==> src/logic/uart_cfg.svh <==
`ifndef UART_CFG_SVH
`define UART_CFG_SVH

// register offsets on the 4-bit bus address.
`define UART_REG_DATA       4'h8
`define UART_REG_STATUS     4'hc

// status word bit positions.
`define UART_ST_TX_IDLE     0
`define UART_ST_RX_AVAIL    1
`define UART_ST_TXIDLE_IE   3
`define UART_ST_RXAVAIL_IE  4

// bit timing, a bit lasts UART_CLKS_PER_TICK * UART_OVERSAMPLE clk_bus cycles.
`define UART_CLKS_PER_TICK  4
`define UART_OVERSAMPLE     16

`endif

==> src/logic/uart_pkg.sv <==
package uart_pkg;

    // one character on the line.
    typedef logic [7:0] uart_byte_t;

    // register offset and data word of the bus.
    typedef logic [3:0] bus_addr_t;
    typedef logic [31:0] bus_word_t;

    typedef enum logic [1:0] {
        TX_IDLE,
        TX_START,
        TX_DATA,
        TX_STOP
    } tx_state_t;

    typedef enum logic [1:0] {
        RX_IDLE,
        RX_START,
        RX_DATA,
        RX_STOP
    } rx_state_t;

endpackage

==> src/logic/uart_regs.sv <==
`timescale 1ns/10ps
`include "uart_cfg.svh"

module uart_regs (
    input  logic                 clk_bus,
    input  logic                 rst_n,
    input  uart_pkg::bus_addr_t  bus_address_i,
    input  uart_pkg::bus_word_t  bus_data_i,
    input  logic                 bus_read_i,
    input  logic                 bus_write_i,
    input  logic                 tx_idle_i,
    input  uart_pkg::uart_byte_t rx_data_i,
    input  logic                 rx_avail_i,
    output uart_pkg::bus_word_t  bus_data_o,
    output logic                 tx_start_o,
    output uart_pkg::uart_byte_t tx_data_o,
    output logic                 rx_clear_o,
    output logic                 irq_o
);
    import uart_pkg::*;

    logic      txidle_ie;
    logic      rxavail_ie;
    bus_word_t status_word;

    // strobes follow the bus level directly, sampled by tx and rx at the edge.
    assign tx_start_o = bus_write_i && (bus_address_i == `UART_REG_DATA);
    assign tx_data_o  = bus_data_i[7:0];
    assign rx_clear_o = bus_read_i && (bus_address_i == `UART_REG_DATA);

    assign irq_o = (rx_avail_i && rxavail_ie) || (tx_idle_i && txidle_ie);

    always_ff @(posedge clk_bus or negedge rst_n) begin
        if (!rst_n) begin
            txidle_ie  <= 1'b0;
            rxavail_ie <= 1'b1; // rx interrupt on by default.
        end else if (bus_write_i && (bus_address_i == `UART_REG_STATUS)) begin
            txidle_ie  <= bus_data_i[`UART_ST_TXIDLE_IE];
            rxavail_ie <= bus_data_i[`UART_ST_RXAVAIL_IE];
        end
    end

    always_comb begin
        status_word = '0;
        status_word[`UART_ST_TX_IDLE]    = tx_idle_i;
        status_word[`UART_ST_RX_AVAIL]   = rx_avail_i;
        status_word[`UART_ST_TXIDLE_IE]  = txidle_ie;
        status_word[`UART_ST_RXAVAIL_IE] = rxavail_ie;
    end

    always_comb begin
        bus_data_o = '0;
        if (bus_read_i) begin
            case (bus_address_i)
                `UART_REG_DATA:   bus_data_o = {24'h0, rx_data_i};
                `UART_REG_STATUS: bus_data_o = status_word;
                default:          bus_data_o = '0; // unmapped offsets read zero.
            endcase
        end
    end

    // the bus master never issues a read and a write in the same cycle.
    a_bus_rw_excl: assert property (
        @(posedge clk_bus) disable iff (!rst_n)
        !(bus_read_i && bus_write_i)
    );

endmodule

==> src/logic/uart_baud_gen.sv <==
`timescale 1ns/10ps
`include "uart_cfg.svh"

module uart_baud_gen (
    input  logic clk_bus,
    input  logic rst_n,
    output logic baud_tick_o
);
    localparam int unsigned DIV = `UART_CLKS_PER_TICK;
    localparam int unsigned CW  = $clog2(DIV);
    localparam logic [CW-1:0] CNT_LAST = CW'(DIV - 1);

    logic [CW-1:0] div_cnt;

    // free running, both directions share this tick.
    always_ff @(posedge clk_bus or negedge rst_n) begin
        if (!rst_n) begin
            div_cnt <= '0;
        end else if (div_cnt == CNT_LAST) begin
            div_cnt <= '0;
        end else begin
            div_cnt <= div_cnt + 1'b1;
        end
    end

    always_ff @(posedge clk_bus or negedge rst_n) begin
        if (!rst_n) begin
            baud_tick_o <= 1'b0;
        end else begin
            baud_tick_o <= (div_cnt == CNT_LAST); // one cycle per period.
        end
    end

endmodule

==> src/logic/uart_tx.sv <==
`timescale 1ns/10ps
`include "uart_cfg.svh"

module uart_tx (
    input  logic                 clk_bus,
    input  logic                 rst_n,
    input  logic                 baud_tick_i,
    input  logic                 tx_start_i,
    input  uart_pkg::uart_byte_t tx_data_i,
    output logic                 txd_o,
    output logic                 tx_idle_o
);
    import uart_pkg::*;

    localparam int unsigned OS = `UART_OVERSAMPLE;
    localparam int unsigned TW = $clog2(OS);
    localparam logic [TW-1:0] TICK_LAST = TW'(OS - 1);

    tx_state_t     state;
    logic [TW-1:0] tick_cnt;
    logic [2:0]    bit_cnt;
    uart_byte_t    shreg;
    logic          accept;
    logic          bit_end;

    assign accept    = tx_start_i && (state == TX_IDLE); // busy writes are dropped.
    assign bit_end   = baud_tick_i && (tick_cnt == TICK_LAST);
    assign tx_idle_o = (state == TX_IDLE);

    always_ff @(posedge clk_bus or negedge rst_n) begin
        if (!rst_n) begin
            state    <= TX_IDLE;
            tick_cnt <= '0;
            bit_cnt  <= '0;
            txd_o    <= 1'b1;
        end else if (accept) begin
            state    <= TX_START;
            tick_cnt <= '0;
            txd_o    <= 1'b0; // start bit.
        end else if (baud_tick_i && (state != TX_IDLE)) begin
            tick_cnt <= bit_end ? '0 : tick_cnt + 1'b1;
            if (bit_end) begin
                case (state)
                    TX_START: begin
                        state   <= TX_DATA;
                        bit_cnt <= '0;
                        txd_o   <= shreg[0];
                    end
                    TX_DATA: begin
                        if (bit_cnt == 3'd7) begin
                            state <= TX_STOP;
                            txd_o <= 1'b1;
                        end else begin
                            bit_cnt <= bit_cnt + 1'b1;
                            txd_o   <= shreg[0];
                        end
                    end
                    default: state <= TX_IDLE; // end of stop bit.
                endcase
            end
        end
    end

    // lsb first, shifted as each bit goes out.
    always_ff @(posedge clk_bus) begin
        if (accept) begin
            shreg <= tx_data_i;
        end else if (bit_end && ((state == TX_START) || (state == TX_DATA))) begin
            shreg <= {1'b0, shreg[7:1]};
        end
    end

    a_idle_line_high: assert property (
        @(posedge clk_bus) disable iff (!rst_n)
        (state == TX_IDLE) |-> txd_o
    );

endmodule

==> src/logic/uart_rx.sv <==
`timescale 1ns/10ps
`include "uart_cfg.svh"

module uart_rx (
    input  logic                 clk_bus,
    input  logic                 rst_n,
    input  logic                 baud_tick_i,
    input  logic                 rxd_i,
    input  logic                 rx_clear_i,
    output uart_pkg::uart_byte_t rx_data_o,
    output logic                 rx_avail_o
);
    import uart_pkg::*;

    localparam int unsigned OS = `UART_OVERSAMPLE;
    localparam int unsigned TW = $clog2(OS);
    localparam logic [TW-1:0] TICK_HALF = TW'(OS / 2 - 1);
    localparam logic [TW-1:0] TICK_LAST = TW'(OS - 1);

    rx_state_t     state;
    logic [TW-1:0] tick_cnt;
    logic [2:0]    bit_cnt;
    uart_byte_t    shreg;
    logic          rxd_meta;
    logic          rxd_sync;
    logic          rxd_prev;
    logic          start_edge;
    logic          mid_bit;
    logic          byte_done;

    always_ff @(posedge clk_bus or negedge rst_n) begin
        if (!rst_n) begin
            rxd_meta <= 1'b1;
            rxd_sync <= 1'b1;
            rxd_prev <= 1'b1;
        end else begin
            rxd_meta <= rxd_i;
            rxd_sync <= rxd_meta;
            rxd_prev <= rxd_sync;
        end
    end

    assign start_edge = rxd_prev && !rxd_sync;
    assign mid_bit    = baud_tick_i && (tick_cnt == TICK_LAST);
    assign byte_done  = mid_bit && (state == RX_STOP) && rxd_sync; // good stop bit.

    always_ff @(posedge clk_bus or negedge rst_n) begin
        if (!rst_n) begin
            state    <= RX_IDLE;
            tick_cnt <= '0;
            bit_cnt  <= '0;
        end else if (state == RX_IDLE) begin
            tick_cnt <= '0;
            if (start_edge) begin
                state <= RX_START;
            end
        end else if (baud_tick_i) begin
            tick_cnt <= tick_cnt + 1'b1;
            case (state)
                RX_START: begin
                    if (tick_cnt == TICK_HALF) begin
                        tick_cnt <= '0;
                        bit_cnt  <= '0;
                        state    <= rxd_sync ? RX_IDLE : RX_DATA; // glitch goes back.
                    end
                end
                RX_DATA: begin
                    if (mid_bit) begin
                        bit_cnt <= bit_cnt + 1'b1;
                        if (bit_cnt == 3'd7) begin
                            state <= RX_STOP;
                        end
                    end
                end
                default: begin
                    if (mid_bit) begin
                        state <= RX_IDLE;
                    end
                end
            endcase
        end
    end

    always_ff @(posedge clk_bus) begin
        if (mid_bit && (state == RX_DATA)) begin
            shreg <= {rxd_sync, shreg[7:1]};
        end
        if (byte_done) begin
            rx_data_o <= shreg; // overwrites an unread byte.
        end
    end

    // a clear in the completing cycle only removes the old byte.
    always_ff @(posedge clk_bus or negedge rst_n) begin
        if (!rst_n) begin
            rx_avail_o <= 1'b0;
        end else if (byte_done) begin
            rx_avail_o <= rx_avail_o || !rx_clear_i;
        end else if (rx_clear_i) begin
            rx_avail_o <= 1'b0;
        end
    end

    a_no_rise_on_clear: assert property (
        @(posedge clk_bus) disable iff (!rst_n)
        $rose(rx_avail_o) |-> !$past(rx_clear_i)
    );

endmodule

==> src/logic/uart_top.sv <==
`timescale 1ns/10ps

module uart_top (
    input  logic                clk_bus,
    input  logic                rst_n,
    input  uart_pkg::bus_addr_t bus_address_i,
    input  uart_pkg::bus_word_t bus_data_i,
    input  logic                bus_read_i,
    input  logic                bus_write_i,
    input  logic                rxd_i,
    output uart_pkg::bus_word_t bus_data_o,
    output logic                uart_irq_o,
    output logic                txd_o
);
    import uart_pkg::*;

    logic       baud_tick;
    logic       tx_start;
    uart_byte_t tx_data;
    logic       tx_idle;
    logic       rx_clear;
    uart_byte_t rx_data;
    logic       rx_avail;

    uart_regs u_regs (
        .clk_bus       (clk_bus),
        .rst_n         (rst_n),
        .bus_address_i (bus_address_i),
        .bus_data_i    (bus_data_i),
        .bus_read_i    (bus_read_i),
        .bus_write_i   (bus_write_i),
        .tx_idle_i     (tx_idle),
        .rx_data_i     (rx_data),
        .rx_avail_i    (rx_avail),
        .bus_data_o    (bus_data_o),
        .tx_start_o    (tx_start),
        .tx_data_o     (tx_data),
        .rx_clear_o    (rx_clear),
        .irq_o         (uart_irq_o)
    );

    uart_baud_gen u_baud_gen (
        .clk_bus     (clk_bus),
        .rst_n       (rst_n),
        .baud_tick_o (baud_tick)
    );

    uart_tx u_tx (
        .clk_bus     (clk_bus),
        .rst_n       (rst_n),
        .baud_tick_i (baud_tick),
        .tx_start_i  (tx_start),
        .tx_data_i   (tx_data),
        .txd_o       (txd_o),
        .tx_idle_o   (tx_idle)
    );

    uart_rx u_rx (
        .clk_bus     (clk_bus),
        .rst_n       (rst_n),
        .baud_tick_i (baud_tick),
        .rxd_i       (rxd_i),
        .rx_clear_i  (rx_clear),
        .rx_data_o   (rx_data),
        .rx_avail_o  (rx_avail)
    );

endmodule

==> config.mk <==
export PLATFORM = sky130hd
export DESIGN_NAME = uart_top
export DESIGN_NICKNAME = d
export VERILOG_FILES = /design/src/logic/uart_pkg.sv /design/src/logic/uart_regs.sv /design/src/logic/uart_baud_gen.sv /design/src/logic/uart_tx.sv /design/src/logic/uart_rx.sv /design/src/logic/uart_top.sv
export VERILOG_INCLUDE_DIRS = /design/src /design/src/logic
export SDC_FILE = /design/constraint.sdc
export NUM_CORES = 1
export LEC_CHECK = 0
export ABC_AREA = 1
export BUFFER_PORTS_ARGS = -buffer_cell sky130_fd_sc_hd__buf_4
export CORE_AREA = 2 2 79 81
export DETAILED_ROUTE_END_ITERATION = 16
export DIE_AREA = 0 0 81 83
export GPL_TIMING_DRIVEN = 0
export PLACE_DENSITY = 0.74
export SYNTH_ARGS = -nofsm -noshare
export SYNTH_HDL_FRONTEND = slang
export SYNTH_HIERARCHICAL = 1
export SYNTH_SLANG_ARGS = --single-unit
==> constraint.sdc <==
create_clock -name clk_bus -period 2.45 [get_ports clk_bus]
set_input_delay 0.1225 -clock clk_bus [delete_from_list [all_inputs] [get_ports clk_bus]]
set_output_delay 0.1225 -clock clk_bus [all_outputs]
set_load 0.02 [all_outputs]
==> summary.txt, run 1 <==
Setup path
  – Capture point of the worst reg-to-reg path: u_rx/shreg[4]$_DFFE_PP_
  – Crit path required time: 2390 ps
  – Highest net fanout along the worst path: 8
  – R2r startpoint: u_rx/tick_cnt[0]$_DFFE_PN0N_
  – Reg2Reg Depth: 5
  – CP arrival: 1790 ps
  – Critical path's slowest cell: sky130_fd_sc_hd__nor2_1
  – CP Capture Type: flip-flop
  – WS Path Type: reg -> reg
  – Element type at the critical path start: flip-flop
  – Critical Path Max Stage Delay: 540 ps
  – List of cells traversed by the critical path: ha_1, nand2_1, nor2_1, inv_1, nor2_1
  – Setup slack of the most critical reg-to-reg path: 600 ps
  – CP most frequent cell: sky130_fd_sc_hd__nor2_1

Min path
  – Hold-critical path depth: 3
  – Hold path endpoint: u_regs/rxavail_ie$_DFFE_PN1P_
  – Source of the worst hold timing path: bus_data_i[4]
  – Hold crit path type: in -> reg

Clocking
  – TritonCTS clock tree: done
  – Number of gates resized after cts: 0
  – Clock Tree Root: sky130_fd_sc_hd__clkbuf_8
  – Number of buffers inserted to repair setup after CTS: 0
  – Buffer depth of the longest clock path: 2
  – Clock latency of the later-clocked register in the worst-skew pair: 310 ps
  – Clock slew at reported path FFs: 90 ps
  – CTS HTree Levels: 2
  – Sink count of the clock tree: 52
  – Clock buffers created by TritonCTS: 5

Floorplanning
  – Boundary pin count: 75
  – Starting density of the core: 0.487
  – Die height: 83 um
  – Area of the core: 5820 sq um
  – Number of cell rows: 28
  – DIE WIDTH: 81 um
  – Overall die area: 6720 sq um

Placed design
  – Cells after DPL: 420
  – Post-place instance area: 3160 sq um
  – Port Buffer Count: 19
  – DP HPWL: 3560 um
  – Global placement routability congestion: 0.800

STA
  – Setup repair after global routing missed its margin: false
  – Worst-case headroom to the max-slew limit: 0.538
  – Pins Over Slew Limit: 0
  – Final Hold Violating Endpoints: 0
  – Slew @ Worst Pin: 691 ps
  – Count of endpoints failing setup in the final report: 0
  – Post-route setup TNS: 0 ps
  – Tmin final: 1850 ps
  – Clk_skew: 5.76 ps
  – Ratio of final minimum period to clock period: 0.755
  – Max Freq: 0.541 GHz

Power
  – Leakage power of the design: 1.70 nW
  – Cell area power density: 595 nW/um^2
  – Maximum vdd ir drop: 306 uV

Yosys
  – Gate Count Post-Synth: 303
  – Top-count cell post-synth: sky130_fd_sc_hd__nand2_1
  – List of most frequent post-synthesis cells: 82 x sky130_fd_sc_hd__nand2_1, 34 x sky130_fd_sc_hd__buf_4, 29 x sky130_fd_sc_hd__inv_1
  – Yosys warning count: 6
  – Number of flops mapped to enable cells by yosys: 24
  – Cell accounting for the most synthesized area: sky130_fd_sc_hd__edfxtp_1
  – Share of async-settable or async-resettable flops after synthesis: 0.538
  – Number of register bits inferred by synthesis: 52
  – Most frequently used flop master after synthesis: sky130_fd_sc_hd__edfxtp_1
  – Count of cell types in the netlist: 31
  – Share of the yosys chip area belonging to registers: 0.504
  – Biggest area contributors in the synthesized netlist: sky130_fd_sc_hd__edfxtp_1 25%, sky130_fd_sc_hd__dfrtp_1 20%, sky130_fd_sc_hd__nand2_1 11%
  – Share of Yosys cell area claimed by the top area cell type: 0.254
  – Per-instance average area after synthesis: 9.35 sq um
  – Post-synth design cell area: 2830 sq um

Global routing
  – Vias in the first global route: 1844
  – Initial antenna violation count: 0
  – Largest net degree at the start of global routing: 29
  – First-pass GRT wire length: 7790 um
  – Residual overflow from global routing: 0
  – All-layer global routing usage: 0.147

Outcome
  – Outcome: complete, no violations

Routing
  – Detailed Route Iter0 Violations: 80
  – Number of remaining DRC errors: 0
  – Wire length per cell: 11.0 um
  – Number of optimization iterations in the first detailed-route pass: 4
  – Vias after detailed routing: 1979
  – Post-route ant nets: 0
  – Via density: 4.60
  – Total Wirelength: 4720 um

Final layout
  – Area used by multi-input combinational logic: 1090 sq um
  – Sequential cell area: 1430 sq um
  – # diodes: 0
  – Layout fillers: 525
  – Utilization after layout: 0.565
  – Layout-stage area growth over the synthesis result: 16.0%
  – Fraction of layout cells with a size suffix above 1: 0.265
  – Post-layout instance count excluding filler cells: 430
  – NumNets Final: 409
  – Non-Filler Cell Area, Final: 3290 sq um

Job
  – Maximum capacitance violations: 0
## cell families after synthesis
group,Yosys count,share of synthesized area
compound gates,18,0.0362
xor+xnor,1,0.00309
fa+ha+maj,14,0.0618
buf+inv,71,0.142
flops,52,0.504
other cells,1,0.00132
simple gates,146,0.252
## power breakdown
group / switching [W] / total [W] / internal [W]
Combinational: 0.000228 / 0.000382 / 0.000154
Sequential: 0.0000420 / 0.00100 / 0.000958
Clock: 0.000274 / 0.000576 / 0.000302
Total: 0.000544 / 0.00196 / 0.00141
## final cells by class
cell class | count | area share
Sequential cell | 52 | 0.434
Inverter | 35 | 0.0400
Timing Repair Buffer | 21 | 0.0495
Clock inverter | 3 | 0.0129
Clock buffer | 5 | 0.0209
Multi-Input combinational cell | 203 | 0.331
Buffer | 36 | 0.0826
Tap cell | 75 | 0.0285
## cells in the final DEF (no fill, tap or decap), drive strengths merged
cell and instances:
dfrtp 23, nand3b 1, a22o 1, edfxtp 24
bufinv 1, dfstp 5, nand4 15, clkbuf 5
or2 2, o21ai 12, a21oi 4, nand3 19
and3 1, nor2 20, conb 24, nand2 88
dlygate4sd3 2, clkinv 2, inv 34, xor2 1
clkinvlp 1, buf 55, o22ai 1, ha 14
## repair_timing
item                                    4_1_cts  5_1_grt
hold endpoints to repair                     24        0
hold buffers                                  2        0
endpoints found under the setup margin        0        0
## flip-flops by register name (all words and copies together), names as in the netlist, 3 cells and up
signal	flops
u_rx/bit_cnt	3
u_tx/tick_cnt	4
u_tx/shreg	8
u_rx/rx_data_o	8
u_tx/bit_cnt	3
u_rx/shreg	8
u_rx/tick_cnt	4
## stage by stage
step           setup WS, ps  total power [W]  hold WS, ps
6_report                601          0.00196         57.7
5_1_grt                 424          0.00208         53.5
4_1_cts                 602          0.00198         51.4
3_5_place_dp            614          0.00140         63.3
3_3_place_gp            678          0.00138         61.7
2_1_floorplan           852          0.00131         -173
## layer usage
layer / vias to the layer above / routed length [um] / global-route usage
li1: 1027 / - / -
met1: 889 / 2100 / 0.175
met5: - / 0 / 0
met4: 0 / 78 / 0.0663
met3: 9 / 326 / 0.0467
met2: 54 / 2210 / 0.238
## worst max-delay path: cells and delay by family, from the launching register on
family | cells | cell delay [ps]
buf+inv | 1 | 90
fa+ha+maj | 1 | 200
flops | 1 | 400
simple gates | 3 | 800
## worst max-delay path by stage
stage,start,end,slack [ps]
6_report,u_rx/tick_cnt[0]$_DFFE_PN0N_,u_rx/shreg[4]$_DFFE_PP_,600
5_1_grt,u_rx/tick_cnt[0]$_DFFE_PN0N_,u_rx/shreg[4]$_DFFE_PP_,420
4_1_cts,u_rx/tick_cnt[0]$_DFFE_PN0N_,u_rx/shreg[4]$_DFFE_PP_,600
3_5_place_dp,u_rx/tick_cnt[0]$_DFFE_PN0N_,u_rx/shreg[2]$_DFFE_PP_,610
3_3_place_gp,u_tx/state[0]$_DFFE_PN0P_,u_tx/shreg[6]$_DFFE_PP_,680
2_1_floorplan,u_tx/state[0]$_DFFE_PN0P_,u_tx/shreg[0]$_DFFE_PP_,850
No activity file was read; power rests on OpenSTA's default activity.
==> run 2: changes to the inputs <==
clock period = 1.9 ns   (was 2.45 ns; I/O delays follow)
==> run 2 against run 1 <==
Core utilization rose by 0.086 points. Sequential power grew 29%. Critical path depth increased by 1. Count of clock-buffer cells in the layout did not move. Combinational power is 29% higher. Routed wire length increased by 0.15%. Non-clock buffer count unchanged.
==> summary.txt, run 2 (same netlist as run 1, synthesis figures left out) <==
STA
  – Final WS setup: 193 ps
  – Post-route setup TNS: 0 ps
  – Count of endpoints failing setup in the final report: 0
  – Setup repair after global routing missed its margin: false
  – Ratio of final minimum period to clock period: 0.898
  – Final Hold Violating Endpoints: 0
  – Pins Over Slew Limit: 0
  – Clk_skew: 6.12 ps
  – Tmin final: 1710 ps
  – Max Freq: 0.586 GHz

Final layout
  – Fraction of layout cells with a size suffix above 1: 0.270
  – Non-Filler Cell Area, Final: 3290 sq um
  – # diodes: 0
  – Leading cell type in the layout, fill and taps excluded: sky130_fd_sc_hd__nand2_1
  – Biggest registers after layout: u_rx/rx_data_o x8, u_rx/shreg x8, u_tx/shreg x8
  – Most frequent cells in the layout: 81 x sky130_fd_sc_hd__nand2_1, 53 x sky130_fd_sc_hd__buf_4, 29 x sky130_fd_sc_hd__inv_1, 24 x sky130_fd_sc_hd__conb_1, 24 x sky130_fd_sc_hd__edfxtp_1
  – NumNets Final: 409
  – Layout-stage area growth over the synthesis result: 16.2%

Floorplanning
  – Overall die area: 6720 sq um
  – Die height: 83 um
  – Area of the core: 5820 sq um
  – Boundary pin count: 75
  – DIE WIDTH: 81 um
  – Starting density of the core: 0.487
  – Number of cell rows: 28

Job
  – Maximum capacitance violations: 0

Clocking
  – Buffer depth of the longest clock path: 2
  – Clock slew at reported path FFs: 90 ps
  – Number of buffers inserted to repair setup after CTS: 0
  – TritonCTS clock tree: done
  – Clock latency of the later-clocked register in the worst-skew pair: 310 ps
  – Clock buffers created by TritonCTS: 5
  – CTS HTree Levels: 2
  – Clock Tree Root: sky130_fd_sc_hd__clkbuf_8
  – Sink count of the clock tree: 52

Global routing
  – Largest net degree at the start of global routing: 29
  – Vias in the first global route: 1844
  – All-layer global routing usage: 0.147
  – Initial antenna violation count: 0
  – Residual overflow from global routing: 0
  – First-pass GRT wire length: 7790 um

Setup path
  – CP arrival: 1720 ps
  – Highest net fanout along the worst path: 10
  – WS Path Type: reg -> reg
  – R2r startpoint: u_tx/state[1]$_DFFE_PN0P_
  – CP Capture Type: flip-flop
  – Setup slack of the most critical reg-to-reg path: 190 ps
  – Crit path required time: 1910 ps
  – Capture point of the worst reg-to-reg path: u_tx/shreg[3]$_DFFE_PP_
  – Element type at the critical path start: flip-flop
  – Reg2Reg Depth: 6

Outcome
  – Outcome: complete, no violations

Routing
  – Vias after detailed routing: 1974
  – Total Wirelength: 4730 um
  – Wire length per cell: 11.0 um
  – Number of remaining DRC errors: 0
  – Via density: 4.59
  – Detailed Route Iter0 Violations: 84
  – Post-route ant nets: 0
  – Number of optimization iterations in the first detailed-route pass: 4

Power
  – Cell area power density: 767 nW/um^2
  – Maximum vdd ir drop: 394 uV
  – Clock power share: 0.294
  – Leakage power of the design: 1.70 nW
  – Cell-internal power: 0.00182 W
  – Switching power summed over all nets: 0.000703 W
  – Switch share: 0.278
  – Combinational share of power: 0.195
  – Final Total Pwr: 0.00253 W
  – Register share of total power: 0.511

Placed design
  – Post-place instance area: 3160 sq um
  – Worst slack at placement: 64.1 ps
  – Port Buffer Count: 19
  – Global placement routability congestion: 0.800
  – DP HPWL: 3560 um

Min path
  – Hold-critical path depth: 3
  – Hold crit path type: in -> reg
  – Source of the worst hold timing path: bus_data_i[4]
  – Hold path endpoint: u_regs/rxavail_ie$_DFFE_PN1P_
==> run 2: cell counts in the layout (fill, tap and decap cells not counted) <==
No cell type changed its count.
==> run 2: worst max-delay path: stages (launching register included) <==
cell	delay [ps]
sky130_fd_sc_hd__dfrtp_1	410
sky130_fd_sc_hd__inv_1	90
sky130_fd_sc_hd__ha_1	240
sky130_fd_sc_hd__nand2_1	120
sky130_fd_sc_hd__buf_4	180
sky130_fd_sc_hd__buf_4	180
sky130_fd_sc_hd__nand2_2	180
==> run 2: repair_timing <==
| item | 4_1_cts | 5_1_grt |
|---|---|---|
| hold buffers | 2 | 0 |
| endpoints found under the hold margin | 29 | 0 |
| setup endpoints to repair | 0 | 16 |
| gates resized for setup | 0 | 2 |
==> run 2: how the worst max path moves through the flow <==
stage,slack [ps],end,from,cells past startpoint
floorplan,300,u_tx/shreg[0]$_DFFE_PP_,u_tx/state[0]$_DFFE_PN0P_,6
global placement,130,u_tx/shreg[6]$_DFFE_PP_,u_tx/state[0]$_DFFE_PN0P_,6
detailed placement,60,u_rx/shreg[2]$_DFFE_PP_,u_rx/tick_cnt[0]$_DFFE_PN0N_,5
CTS,50,u_rx/shreg[4]$_DFFE_PP_,u_rx/tick_cnt[0]$_DFFE_PN0N_,5
global route,90,u_tx/shreg[7]$_SDFFCE_PN0P_,u_tx/state[1]$_DFFE_PN0P_,6
finish,190,u_tx/shreg[3]$_DFFE_PP_,u_tx/state[1]$_DFFE_PN0P_,6
==> run 2: cell type report <==
cell class | count | area (sq um)
plain buffers | 36 | 272
clock buffers | 5 | 68.8
clock inverters | 3 | 42.5
fillers | 526 | 2520
inverters | 35 | 131
multi-input cells | 203 | 1090
flip-flops and latches | 52 | 1430
well taps | 75 | 93.8
repair buffers | 21 | 163
==> run 2: power by group through the flow <==
| stage | clock (W) | sequential, W | combinational, W |
|---|---|---|---|
| after global placement | 0 | 0.00131 | 0.000472 |
| final | 0.000743 | 0.00129 | 0.000494 |
| after detailed placement | 0 | 0.00131 | 0.000486 |
| after global routing | 0.000823 | 0.00131 | 0.000556 |
| after floorplan | 0 | 0.00130 | 0.000384 |
| after CTS | 0.000771 | 0.00129 | 0.000493 |
==> run 2: through the flow <==
step / util / cells / hold slack (ps)
floorplan: - / 326 / -201
global placement: 0.543 / 420 / 34.2
detailed placement: 0.543 / 420 / 35.8
CTS: 0.565 / 430 / 23.9
global route: 0.566 / 430 / 26.0
finish: 0.566 / 430 / 29.7
==> run 2: per-layer routing <==
metal	GRT usage	vias to the layer above	wire length (um)
met3	0.0467	9	324
met5	0	-	0
li1	-	1027	-
met2	0.238	52	2220
met1	0.175	886	2110
met4	0.0663	0	78
==> run 3: changes to the inputs <==
ABC_AREA = unset   (was 1)
CORE_AREA = 2 2 78 80   (was 2 2 79 81)
DIE_AREA = 0 0 80 82   (was 0 0 81 83)
PLACE_DENSITY = 0.75   (was 0.74)
==> run 3 against run 2 <==
Clock skew grew 3.5 ps. First-iteration DRC count grew 51%. Maximum frequency shrank 3.2%. Worst hold slack gained 8.7 ps. Count of clock-buffer cells in the layout is the same. Register-to-register slack lost 60 ps. Clock power shrank 17%. Flip-flop and latch count is the same. Power shrank 11%. Critical path type unchanged.
==> summary.txt, run 3 <==
Yosys
  – Share of Yosys cell area claimed by the top area cell type: 0.257
  – Gate Count Post-Synth: 234
  – List of most frequent post-synthesis cells: 33 x sky130_fd_sc_hd__buf_4, 24 x sky130_fd_sc_hd__edfxtp_1, 23 x sky130_fd_sc_hd__dfrtp_1
  – Count of cell types in the netlist: 50
  – Cell accounting for the most synthesized area: sky130_fd_sc_hd__edfxtp_1
  – Most frequently used flop master after synthesis: sky130_fd_sc_hd__edfxtp_1
  – Share of the yosys chip area belonging to registers: 0.508
  – Per-instance average area after synthesis: 12.0 sq um
  – Number of register bits inferred by synthesis: 52
  – Top-count cell post-synth: sky130_fd_sc_hd__buf_4
  – Post-synth design cell area: 2810 sq um
  – Number of flops mapped to enable cells by yosys: 24
  – Biggest area contributors in the synthesized netlist: sky130_fd_sc_hd__edfxtp_1 26%, sky130_fd_sc_hd__dfrtp_1 20%, sky130_fd_sc_hd__buf_4 8.8%
  – Yosys warning count: 6
  – Share of async-settable or async-resettable flops after synthesis: 0.538

Global routing
  – Initial antenna violation count: 0
  – First-pass GRT wire length: 7650 um
  – Vias in the first global route: 1681
  – All-layer global routing usage: 0.151
  – Largest net degree at the start of global routing: 29
  – Residual overflow from global routing: 0

Final layout
  – Post-layout instance count excluding filler cells: 362
  – Leading cell type in the layout, fill and taps excluded: sky130_fd_sc_hd__buf_4
  – Fraction of layout cells with a size suffix above 1: 0.348
  – Biggest registers after layout: u_rx/rx_data_o x8, u_rx/shreg x8, u_tx/shreg x8
  – # diodes: 0
  – NumNets Final: 341
  – Utilization after layout: 0.569
  – Layout-stage area growth over the synthesis result: 16.3%
  – Most frequent cells in the layout: 53 x sky130_fd_sc_hd__buf_4, 24 x sky130_fd_sc_hd__conb_1, 24 x sky130_fd_sc_hd__edfxtp_1, 23 x sky130_fd_sc_hd__dfrtp_1, 17 x sky130_fd_sc_hd__nand2_1

Placed design
  – DP HPWL: 3270 um
  – Cells after DPL: 352
  – Global placement routability congestion: 0.798
  – Port Buffer Count: 20

Routing
  – Number of optimization iterations in the first detailed-route pass: 4
  – Number of remaining DRC errors: 0
  – Vias after detailed routing: 1747
  – Detailed Route Iter0 Violations: 127
  – Via density: 4.83
  – Wire length per cell: 12.5 um
  – Post-route ant nets: 0
  – Total Wirelength: 4540 um

Setup path
  – Crit path required time: 2100 ps
  – Critical path's slowest cell: sky130_fd_sc_hd__dfrtp_1
  – Element type at the critical path start: flip-flop
  – Critical Path Max Stage Delay: 410 ps
  – Highest net fanout along the worst path: 10
  – CP arrival: 1970 ps
  – WS Path Type: reg -> reg
  – List of cells traversed by the critical path: inv_1, ha_1, clkbuf_2, o311ai_4, nand2_2, o311a_1
  – CP Capture Type: flip-flop

STA
  – Max Freq: 0.567 GHz
  – Clk_skew: 9.60 ps
  – Setup repair after global routing missed its margin: false
  – Worst-case headroom to the max-slew limit: 0.666
  – Worst hold slack: 38.5 ps
  – Ratio of final minimum period to clock period: 0.928
  – Final Hold Violating Endpoints: 0
  – Pins Over Slew Limit: 0
  – Tmin final: 1760 ps
  – Post-route setup TNS: 0 ps
  – Slew @ Worst Pin: 501 ps
  – Count of endpoints failing setup in the final report: 0

Floorplanning
  – Boundary pin count: 75
  – Overall die area: 6560 sq um
  – DIE WIDTH: 80 um
  – Area of the core: 5750 sq um
  – Starting density of the core: 0.489
  – Number of cell rows: 28
  – Die height: 82 um

Outcome
  – Outcome: complete, no violations

Power
  – Maximum vdd ir drop: 385 uV
  – Cell area power density: 685 nW/um^2
  – Leakage power of the design: 1.49 nW

Clocking
  – Clock Tree Root: sky130_fd_sc_hd__clkbuf_8
  – Buffer depth of the longest clock path: 2
  – Sink count of the clock tree: 52
  – Clock buffers created by TritonCTS: 5
  – CTS HTree Levels: 2
  – TritonCTS clock tree: done
  – Clock latency of the later-clocked register in the worst-skew pair: 310 ps
  – Clock slew at reported path FFs: 100 ps

Min path
  – Hold crit path type: in -> reg

Job
  – Maximum capacitance violations: 0
-- run 3: cell type report --
class / count / area [sq um]
Clock inverter: 3 / 18.8
Buffer: 39 / 300
Sequential cell: 52 / 1430
Timing Repair Buffer: 22 / 170
Tap cell: 75 / 93.8
Clock buffer: 5 / 68.8
Multi-Input combinational cell: 156 / 1150
Fill cell: 481 / 2480
Inverter: 10 / 37.5
-- run 3: layer usage --
layer  track usage  wire, um
met2         0.252      2140
met4        0.0576        83
met5             0         0
met1         0.185      2110
met3        0.0462       208
-- run 3: through the flow --
stage	power, W	instance area, sq um	worst slack (ps)
after detailed placement	0.00163	3140	-246
final	0.00224	3270	137
after floorplan	0.00154	2900	109
after global routing	0.00236	3270	30.9
after global placement	0.00162	3140	-213
after CTS	0.00227	3250	-1.55
-- run 3: path summary, 6_finish.rpt --
path / to / slack (ps) / depth (start not counted) / startpoint
worst min-delay path: u_regs/rxavail_ie$_DFFE_PN1P_ / 40 / 2 / bus_data_i[4]
worst max register to register: u_rx/state[0]$_DFFE_PN0P_ / 140 / 6 / u_rx/state[0]$_DFFE_PN0P_
worst max-delay path: u_rx/state[0]$_DFFE_PN0P_ / 140 / 6 / u_rx/state[0]$_DFFE_PN0P_
worst min register to register: u_rx/rxd_sync$_DFF_PN1_ / 360 / 0 / u_rx/rxd_meta$_DFF_PN1_
max in group asynchronous: u_rx/rxd_prev$_DFF_PN1_ / 1340 / 2 / rst_n
min in group asynchronous: u_rx/rx_avail_o$_DFFE_PN0P_ / 230 / 2 / rst_n
-- run 3: worst max-delay path, delay by kind of cell (launching register included) --
family | cells | cell delay [ps]
AOI/OAI and AO/OA | 2 | 650
buffers and inverters | 2 | 310
adders and majority gates | 1 | 210
DFF | 1 | 410
and+or+nand+nor | 1 | 80
-- run 3: where the power goes --
part | total, W | leakage [nW] | internal, W | switching, W
combinational | 0.000366 | 0.875 | 0.000164 | 0.000202
sequential | 0.00125 | 0.569 | 0.00121 | 0.0000377
clock | 0.000620 | 0.0479 | 0.000257 | 0.000363
total | 0.00224 | 1.49 | 0.00164 | 0.000603
-- run 3: cell families after synthesis --
kind of cell	Yosys count	synth area share
compound gates	39	0.105
fa+ha+maj	14	0.0624
xor+xnor	2	0.00624
simple gates	62	0.139
flops	52	0.508
mux	15	0.0575
buf+inv	49	0.120
other cells	1	0.00134
-- run 3: repair_timing --
| action | 4_1_cts | 5_1_grt |
|---|---|---|
| buffers inserted | 0 | 0 |
| hold buffers | 2 | 0 |
| setup endpoints to repair | 17 | 23 |
| gates cloned | 0 | 0 |
| endpoints found under the hold margin | 29 | 0 |
| resized for setup | 4 | 3 |
| pin swaps | 0 | 0 |
